### src/verilog/fetch_cfg.svh
`ifndef FETCH_CFG_SVH
`define FETCH_CFG_SVH

// width of the request and packet tag, wraps modulo 2**bits
`define FETCH_TAG_BITS 8

// cache geometry
// words per line and number of lines, both powers of two
`define FETCH_LINE_WORDS 4
`define FETCH_LINES 16

// first fetch address after reset
`define FETCH_RESET_PC 32'h0000_0000

`endif

### src/verilog/fetch_pkg.sv
`include "fetch_cfg.svh"

package fetch_pkg;

	// request and packet tag
	typedef logic [`FETCH_TAG_BITS-1:0] fetch_tag_t;

	// packet handed to decode, 72 bits
	typedef struct packed {
		fetch_tag_t tag;
		logic [31:0] instruction;
		logic [31:0] pc;
	} fetch_packet_t;

	// target coming back from execute, 40 bits
	typedef struct packed {
		fetch_tag_t tag;
		logic [31:0] pc_next;
	} branch_resolve_t;

	// fetch unit to cache
	typedef struct packed {
		fetch_tag_t tag;
		logic [31:0] address;
	} cache_req_t;

	// cache to fetch unit
	typedef struct packed {
		fetch_tag_t tag;
		logic [31:0] rdata;
	} cache_rsp_t;

	// major opcodes the front end cares about
	// OP_OTHER stands for every other class, coded as OP-IMM
	typedef enum logic [6:0] {
		OP_BRANCH = 7'b1100011,
		OP_JAL = 7'b1101111,
		OP_JALR = 7'b1100111,
		OP_OTHER = 7'b0010011
	} opcode_e;

	typedef enum logic [1:0] {
		FETCH_ISSUE = 2'd0,
		FETCH_WAIT = 2'd1,
		FETCH_HOLD = 2'd2
	} fetch_state_e;

	typedef enum logic {
		CACHE_LOOKUP = 1'b0,
		CACHE_FILL = 1'b1
	} cache_state_e;

	// map the low seven bits of a word onto the opcode classes
	function automatic opcode_e decode_opcode(input logic [31:0] word);
		case (word[6:0])
			OP_BRANCH: return OP_BRANCH;
			OP_JAL: return OP_JAL;
			OP_JALR: return OP_JALR;
			default: return OP_OTHER;
		endcase
	endfunction

endpackage

### src/verilog/instr_cache.sv
`timescale 1ns/1ns

`include "fetch_cfg.svh"

module instr_cache (
	input logic i_clock,
	input logic i_reset,

	// tagged request and response
	input fetch_pkg::cache_req_t i_req,
	output fetch_pkg::cache_rsp_t o_rsp,

	// line fill bus
	output logic o_bus_request,
	input logic i_bus_ready,
	output logic [31:0] o_bus_address,
	input logic [31:0] i_bus_rdata
);

	import fetch_pkg::*;

	localparam int WORD_BITS = $clog2(`FETCH_LINE_WORDS);
	localparam int INDEX_BITS = $clog2(`FETCH_LINES);
	localparam int ATAG_BITS = 32 - 2 - WORD_BITS - INDEX_BITS;
	localparam int DEPTH = `FETCH_LINES * `FETCH_LINE_WORDS;

	// byte address as seen by the cache
	typedef struct packed {
		logic [ATAG_BITS-1:0] atag;
		logic [INDEX_BITS-1:0] index;
		logic [WORD_BITS-1:0] word;
		logic [1:0] byte_offset;
	} line_addr_t;

	// storage, one flat word array for all lines
	logic [31:0] data_mem [DEPTH];
	logic [ATAG_BITS-1:0] atag_mem [`FETCH_LINES];
	logic [`FETCH_LINES-1:0] line_valid;

	cache_state_e state;

	// last request tag taken in, a different value means a new request
	fetch_tag_t seen_tag;

	// the request that missed, held for the whole fill
	cache_req_t pending;
	logic [WORD_BITS-1:0] fill_count;
	logic [31:0] fill_word;

	line_addr_t req_addr;
	line_addr_t pend_addr;
	line_addr_t bus_addr;

	logic new_request;
	logic hit;
	logic beat;
	logic last_beat;
	logic beat_is_wanted;

	assign req_addr = line_addr_t'(i_req.address);
	assign pend_addr = line_addr_t'(pending.address);

	assign new_request = (state == CACHE_LOOKUP) && (i_req.tag != seen_tag);
	assign hit = line_valid[req_addr.index] && (atag_mem[req_addr.index] == req_addr.atag);

	// fill always walks the line from its base
	always_comb begin
		bus_addr.atag = pend_addr.atag;
		bus_addr.index = pend_addr.index;
		bus_addr.word = fill_count;
		bus_addr.byte_offset = 2'b00;
	end

	assign o_bus_request = (state == CACHE_FILL);
	assign o_bus_address = bus_addr;

	// one word moves on every edge with request and ready high
	assign beat = o_bus_request && i_bus_ready;
	assign last_beat = beat && (fill_count == WORD_BITS'(`FETCH_LINE_WORDS - 1));
	assign beat_is_wanted = (fill_count == pend_addr.word);

	// line storage
	always_ff @(posedge i_clock) begin
		if (beat) begin
			data_mem[{pend_addr.index, fill_count}] <= i_bus_rdata;
		end
		if (last_beat) begin
			atag_mem[pend_addr.index] <= pend_addr.atag;
		end
	end

	// keep the requested word as it goes by
	always_ff @(posedge i_clock) begin
		if (beat && beat_is_wanted) begin
			fill_word <= i_bus_rdata;
		end
	end

	always_ff @(posedge i_clock) begin
		if (new_request && !hit) begin
			pending <= i_req;
		end
	end

	// lookup and fill control
	always_ff @(posedge i_clock) begin
		if (i_reset) begin
			state <= CACHE_LOOKUP;
			seen_tag <= '0;
			line_valid <= '0;
			fill_count <= '0;
			o_rsp <= '0;
		end
		else begin
			case (state)
				CACHE_LOOKUP: begin
					if (new_request) begin
						seen_tag <= i_req.tag;
						if (hit) begin
							o_rsp.tag <= i_req.tag;
							o_rsp.rdata <= data_mem[{req_addr.index, req_addr.word}];
						end
						else begin
							fill_count <= '0;
							state <= CACHE_FILL;
						end
					end
				end

				CACHE_FILL: begin
					if (beat) begin
						fill_count <= fill_count + 1'b1;
					end
					if (last_beat) begin
						line_valid[pend_addr.index] <= 1'b1;
						// answer the request that missed
						o_rsp.tag <= pending.tag;
						o_rsp.rdata <= beat_is_wanted ? i_bus_rdata : fill_word;
						state <= CACHE_LOOKUP;
					end
				end

				default: begin
					state <= CACHE_LOOKUP;
				end
			endcase
		end
	end

endmodule

### src/verilog/fetch_unit.sv
`timescale 1ns/1ns

`include "fetch_cfg.svh"

module fetch_unit (
	input logic i_clock,
	input logic i_reset,
	input logic i_stall,

	// resolution from execute and packet to decode
	input fetch_pkg::branch_resolve_t i_resolve,
	output fetch_pkg::fetch_packet_t o_packet,

	// bus, handled by the cache
	output logic o_bus_request,
	input logic i_bus_ready,
	output logic [31:0] o_bus_address,
	input logic [31:0] i_bus_rdata
);

	import fetch_pkg::*;

	fetch_state_e state;

	// address of the word currently asked for
	logic [31:0] pc;
	logic [31:0] pc_plus4;

	// tag of the outstanding cache request
	fetch_tag_t req_tag;
	fetch_tag_t next_tag;

	cache_req_t cache_req;
	cache_rsp_t cache_rsp;
	fetch_packet_t packet_next;

	opcode_e opcode;
	logic is_transfer;
	logic rsp_match;
	logic resolve_match;
	logic issue_next;

	instr_cache u_cache (
		.i_clock(i_clock),
		.i_reset(i_reset),

		.i_req(cache_req),
		.o_rsp(cache_rsp),

		.o_bus_request(o_bus_request),
		.i_bus_ready(i_bus_ready),
		.o_bus_address(o_bus_address),
		.i_bus_rdata(i_bus_rdata)
	);

	assign pc_plus4 = pc + 32'd4;
	assign next_tag = req_tag + fetch_tag_t'(1);

	assign rsp_match = (state == FETCH_WAIT) && (cache_rsp.tag == req_tag);
	assign resolve_match = (state == FETCH_HOLD) && (i_resolve.tag == o_packet.tag);

	// branches and jumps stop the stream until execute answers
	assign opcode = decode_opcode(cache_rsp.rdata);
	assign is_transfer = (opcode != OP_OTHER);

	// sequential words go out back to back
	assign issue_next = rsp_match && !is_transfer && !i_stall;

	// the cache sees the next request on the same edge the packet is taken,
	// which keeps a run of hits at one packet per cycle
	always_comb begin
		cache_req.tag = req_tag;
		cache_req.address = pc;
		if (issue_next) begin
			cache_req.tag = next_tag;
			cache_req.address = pc_plus4;
		end
	end

	always_comb begin
		packet_next.tag = req_tag;
		packet_next.instruction = cache_rsp.rdata;
		packet_next.pc = pc;
	end

	always_ff @(posedge i_clock) begin
		if (i_reset) begin
			state <= FETCH_ISSUE;
			pc <= `FETCH_RESET_PC;
			req_tag <= '0;
			o_packet <= '0;
		end
		else if (!i_stall) begin
			case (state)
				FETCH_ISSUE: begin
					req_tag <= next_tag;
					state <= FETCH_WAIT;
				end

				FETCH_WAIT: begin
					if (rsp_match) begin
						o_packet <= packet_next;
						pc <= pc_plus4;
						if (is_transfer) begin
							state <= FETCH_HOLD;
						end
						else begin
							req_tag <= next_tag;
						end
					end
				end

				FETCH_HOLD: begin
					// only the resolution for our own packet counts
					if (resolve_match) begin
						pc <= i_resolve.pc_next;
						state <= FETCH_ISSUE;
					end
				end

				default: begin
					state <= FETCH_ISSUE;
				end
			endcase
		end
	end

endmodule

### src/verilog/fetch_top.sv
`timescale 1ns/1ns

module fetch_top (
	input logic i_clock,
	input logic i_reset,
	input logic i_stall,

	// execute side
	input fetch_pkg::branch_resolve_t i_resolve,
	output fetch_pkg::fetch_packet_t o_packet,

	// memory bus
	output logic o_bus_request,
	input logic i_bus_ready,
	output logic [31:0] o_bus_address,
	input logic [31:0] i_bus_rdata
);

	// cache sits inside the fetch unit
	fetch_unit u_fetch (
		.i_clock(i_clock),
		.i_reset(i_reset),
		.i_stall(i_stall),

		.i_resolve(i_resolve),
		.o_packet(o_packet),

		.o_bus_request(o_bus_request),
		.i_bus_ready(i_bus_ready),
		.o_bus_address(o_bus_address),
		.i_bus_rdata(i_bus_rdata)
	);

endmodule

### config.mk
export PLATFORM = sky130hd
export DESIGN_NAME = fetch_top
export DESIGN_NICKNAME = d
export VERILOG_FILES = /design/src/verilog/fetch_pkg.sv /design/src/verilog/instr_cache.sv /design/src/verilog/fetch_unit.sv /design/src/verilog/fetch_top.sv
export VERILOG_INCLUDE_DIRS = /design/src /design/src/verilog
export SDC_FILE = /design/constraint.sdc
export NUM_CORES = 2
export LEC_CHECK = 0
export ABC_AREA = 1
export BUFFER_PORTS_ARGS = -buffer_cell sky130_fd_sc_hd__clkbuf_2
export CAP_MARGIN = 10
export CORE_ASPECT_RATIO = 0.75
export CORE_MARGIN = 4
export CORE_UTILIZATION = 40
export DETAILED_ROUTE_END_ITERATION = 10
export PLACE_DENSITY_LB_ADDON = 0.08
export SLEW_MARGIN = 20
export SYNTH_ARGS = -nofsm -noshare
export SYNTH_HDL_FRONTEND = slang
export SYNTH_SLANG_ARGS = --single-unit
export TNS_END_PERCENT = 1
### constraint.sdc
create_clock -name i_clock -period 4.8 [get_ports i_clock]
set_clock_uncertainty 0.1 [all_clocks]
set_input_delay 0.96 -clock i_clock [delete_from_list [all_inputs] [get_ports i_clock]]
set_output_delay 0.96 -clock i_clock [all_outputs]
set_load 0.01 [all_outputs]
==> impl_results.md <==
- Result of the run: finished, final reports clean
- CTS resizes: 0
- Unrepaired setup endpoints after global routing: no
- Area share of fa/ha/maj cells after synthesis: less than 1%
- Total Routing Usage GR: 25.9%
- Total negative slack for setup checks: 0 ps
- Sum of routed wire length over all layers: about 370 mm
- Simple-Gate Fraction of Synth Area: between 10% and 20%
- Longest individual stage delay on the worst path: 450 ps
- Critical path's most frequent cell: nand2_1
- Endpoint required time on the critical path: 5420 ps
- Clock sink count: 2683
- HPWL reported at the end of detailed placement: approximately 220 mm
- Die X: 608 um
- Tightest Pin Transition: 1110 ps
- Max Fanout on Critical Path: 65
- Synth warnings: 0
- Worst path arrival time: approximately 5200 ps
- P per Cell Area: ~570 nW/um^2
- Normalized max-slew margin: 26.2%
- Fraction of synthesized cell area in xor and xnor cells: less than 1%
- Reg-to-reg critical path startpoint: u_fetch.pc[2]
- First element of the critical path: u_fetch.pc[2]
- Final cycle utilization of the critical path: between 90% and 100%
- Worst-Skew Late Latency: a little under 900 ps
- Number of synthesized flops with an enable pin: 2502
- WP depth: 25
- Pre-Repair DR Iteration Count: 5
- DIE HEIGHT: 458 um
- Total leakage power: 0.0418 uW
- Area grow syn2layout: 16.2%
- Slowest CP cell: dfxtp_1
- Critical setup path kind: reg2reg
- Core footprint: 268000 um^2
- Initial standard-cell utilization of the core: 40.4%
- DIE AREA: ~280000 um^2
- Placement Setup Slack: around 210 ps
- Input/output buffers: approximately 180
- Critical path endpoint category: flop
- Share of flip-flops with an asynchronous set or reset after synthesis: 0%
- Post-synthesis mux area share: 0%
- Antenna Violating Nets Remaining: 0
- Path depth of the worst reg2reg path: 25
- DR iter-0 viols: between 8000 and 9000
- Max-cap violations: 0
- Number of register bits inferred by synthesis: 2683
- Combinational family with the most area after synthesis: simple AND/OR/NAND/NOR gates
- Hold_sp: i_resolve[2]
- Ratio of cells with drive above 1 in the final layout: between 10% and 20%
- Number of antenna violations at the first check in global routing: 20
- Worst VDD drop: ~0.31 mV
- Boundary Pins: roughly 180
- Post-synthesis cell area: about 110000 um^2
- Type of the most critical hold path: in2reg
- Placement Rows: approximately 160
- Global-route wire length before repair: between 500 and 600 mm
- DRC violation count after routing: 0
- GRT Residual Overflow: 0
- Footprint of the flip-flops and latches: 78800 um^2
- Worst hold path stage count: 3
- Share of the synthesized area in compound gates (AO/OA/AOI/OAI): ~11%
- Predominant post-synthesis flop cell: edfxtp_1
- Hold-fix buffer count after cts: 0
- Area of the multi-input gates: approximately 26000 um^2
- Filler cells: around 24000
- Number of H-tree branching levels: 5
- Clock root buffer: clkbuf_16
- Kind of start point of the critical path: flop
- Share of synthesized area occupied by flip-flops and latches: roughly 73%
- Wire per inst: about 29 um
- Via count of the routed design: 74496
- Smallest setup slack after layout: between 200 and 250 ps
- Clock buffer count from CTS: 282
- Yosys cell types: 43
- CP top delay family: simple AND/OR/NAND/NOR gates
- Maximum root-to-sink buffer count: 4
- Max Slew Vio Count: 0
- Highest clock rate: roughly 220 MHz
- Buffers & Inverters on Critical Path: 4
- Net count of the finished layout: about 9300
- Number of failing setup endpoints in the final timing report: 0
- GPL Wtd Cong: 0.868
- Setup fix buffers added after clock tree synthesis: 0
- Clk slew on worst S/H paths: roughly 60 ps
- Post-Syn Area per Cell: ~12 um^2
- Endpoints failing hold: 0
- CTS tree: built
- Minimum clock period after layout: roughly 4600 ps
- Number of cells produced by synthesis: around 8900
- Via count of the first global-routing pass: 70386
- Largest net degree at the start of global routing: 86
- Routed via count divided by cell count: about 5.7
[flip-flops by register name, summed over array words and instances (netlist names), 16 cells and up]
name and cells:
u_fetch.u_cache.line_valid 16, u_fetch.u_cache.o_rsp 40, u_fetch.u_cache.atag_mem 384, u_fetch.u_cache.fill_word 32, u_fetch.pc 32, u_fetch.u_cache.data_mem 2048
u_fetch.o_packet 72, u_fetch.u_cache.pend_addr 30
[path summary, 6_finish.rpt]
| check | to | slack [ps] |
|---|---|---|
| setup reg to reg | u_fetch.u_cache.o_rsp[2] | 250 |
| setup / recovery | u_fetch.u_cache.o_rsp[2] | 250 |
| hold / removal | u_fetch.pc[2] | 280 |
| hold reg to reg | u_fetch.o_packet[8] | 360 |
[power breakdown]
| group | internal, uW | switching (uW) | leakage [uW] |
|---|---|---|---|
| sequential | 26700 | 801 | 0.0241 |
| clock | 12100 | 9020 | 0.00417 |
| combinational | 7230 | 15900 | 0.0136 |
| total | 46000 | 25700 | 0.0418 |
[synth_stat cells, types with 10 or more instances]
cell type,instances,share of area (%)
nand3_1,792,3.7
a21oi_1,186,0.86
o211ai_1,449,3.1
or2_2,17,0.098
nor2_1,1446,5.0
edfxtp_1,2502,70
nand2_1,879,3.1
xor2_1,29,0.24
o21ai_0,1105,5.1
o221ai_1,96,0.78
a211oi_1,19,0.13
inv_2,10,0.035
nand4_1,20,0.12
xnor2_1,16,0.13
buf_1,41,0.14
buf_2,96,0.44
clkbuf_1,488,1.7
dfxtp_1,181,3.4
inv_1,216,0.75
buf_4,33,0.23
o22ai_1,160,0.93
nor4_1,10,0.058
a221oi_1,11,0.089
o21ai_1,12,0.056
[layout make-up]
cell class	count	share of cell area [%]
clock buffers	378	6.16
flip-flops and latches	2683	62.7
repair buffers	737	5.11
diodes	6	0.0120
inverters	229	0.702
clock inverters	105	0.689
well taps	3569	3.56
multi-input cells	5294	21.1
[metal layers]
layer / wire, um / track usage, % / part of all wire, % / vias up
li1: - / - / - / 33175
met1: 167000 / 38.5 / 45 / 37777
met2: 166000 / 39.6 / 45 / 3027
met3: 26900 / 3.57 / 7.2 / 505
met4: 12100 / 8.02 / 3.3 / 12
met5: 76 / 0 / 0.020 / -
[through the flow]
step                      util, %  total power [uW]  instance area, um^2  std cells  hold WS, ps
after detailed placement     43.7             51000               117000      12512          352
after floorplan                 -             40200               108000       8865          331
after CTS                    46.9             72000               126000      12995          203
after global placement       43.7             50900               117000      12512          343
after global routing         46.9             75100               126000      12995          250
final                        46.9             71700               126000      13001          279
[placed cells by master (no fill, tap or decap), types with 160 or more instances in the layout]
| master | netlist | layout |
|---|---|---|
| a21oi_1 | 186 | 186 |
| buf_4 | 33 | 454 |
| clkbuf_16 | 0 | 293 |
| clkbuf_2 | 0 | 174 |
| dfxtp_1 | 181 | 181 |
| edfxtp_1 | 2502 | 2502 |
| inv_1 | 216 | 212 |
| nand2_1 | 879 | 873 |
| nand3_1 | 792 | 792 |
| nor2_1 | 1446 | 1365 |
| o211ai_1 | 449 | 449 |
| o21ai_0 | 1105 | 1104 |
| o22ai_1 | 160 | 160 |
[worst register-to-register path: stages (launching register included)]
cell	delay, ps
dfxtp_1	450
nand2_1	110
nor2_1	340
nand2_1	170
nor2_2	300
nand2_1	160
nor2_1	220
nand3_1	290
nor2_1	170
nand2_1	80
nand2_1	80
nand2_1	50
o21ai_0	260
inv_1	150
nand2_1	170
nand2_1	70
clkinv_1	50
nand2_1	40
nor2_1	110
nand2_1	70
nor2_1	110
buf_4	130
nand3_4	100
buf_12	220
a21oi_1	350
nor2_1	60
[kinds of logic (layout without fill, tap and decap cells)]
logic type / Yosys count / count (layout)
and+or+nand+nor: 3187 / 3187
DFF: 2683 / 2683
AOI/OAI and AO/OA: 2053 / 2053
adders and majority gates: 7 / 7
other: 1 / 8
xor gates and xnor gates: 45 / 45
buffers and inverters: 888 / 1449
Power figures use the tool's default switching activity.
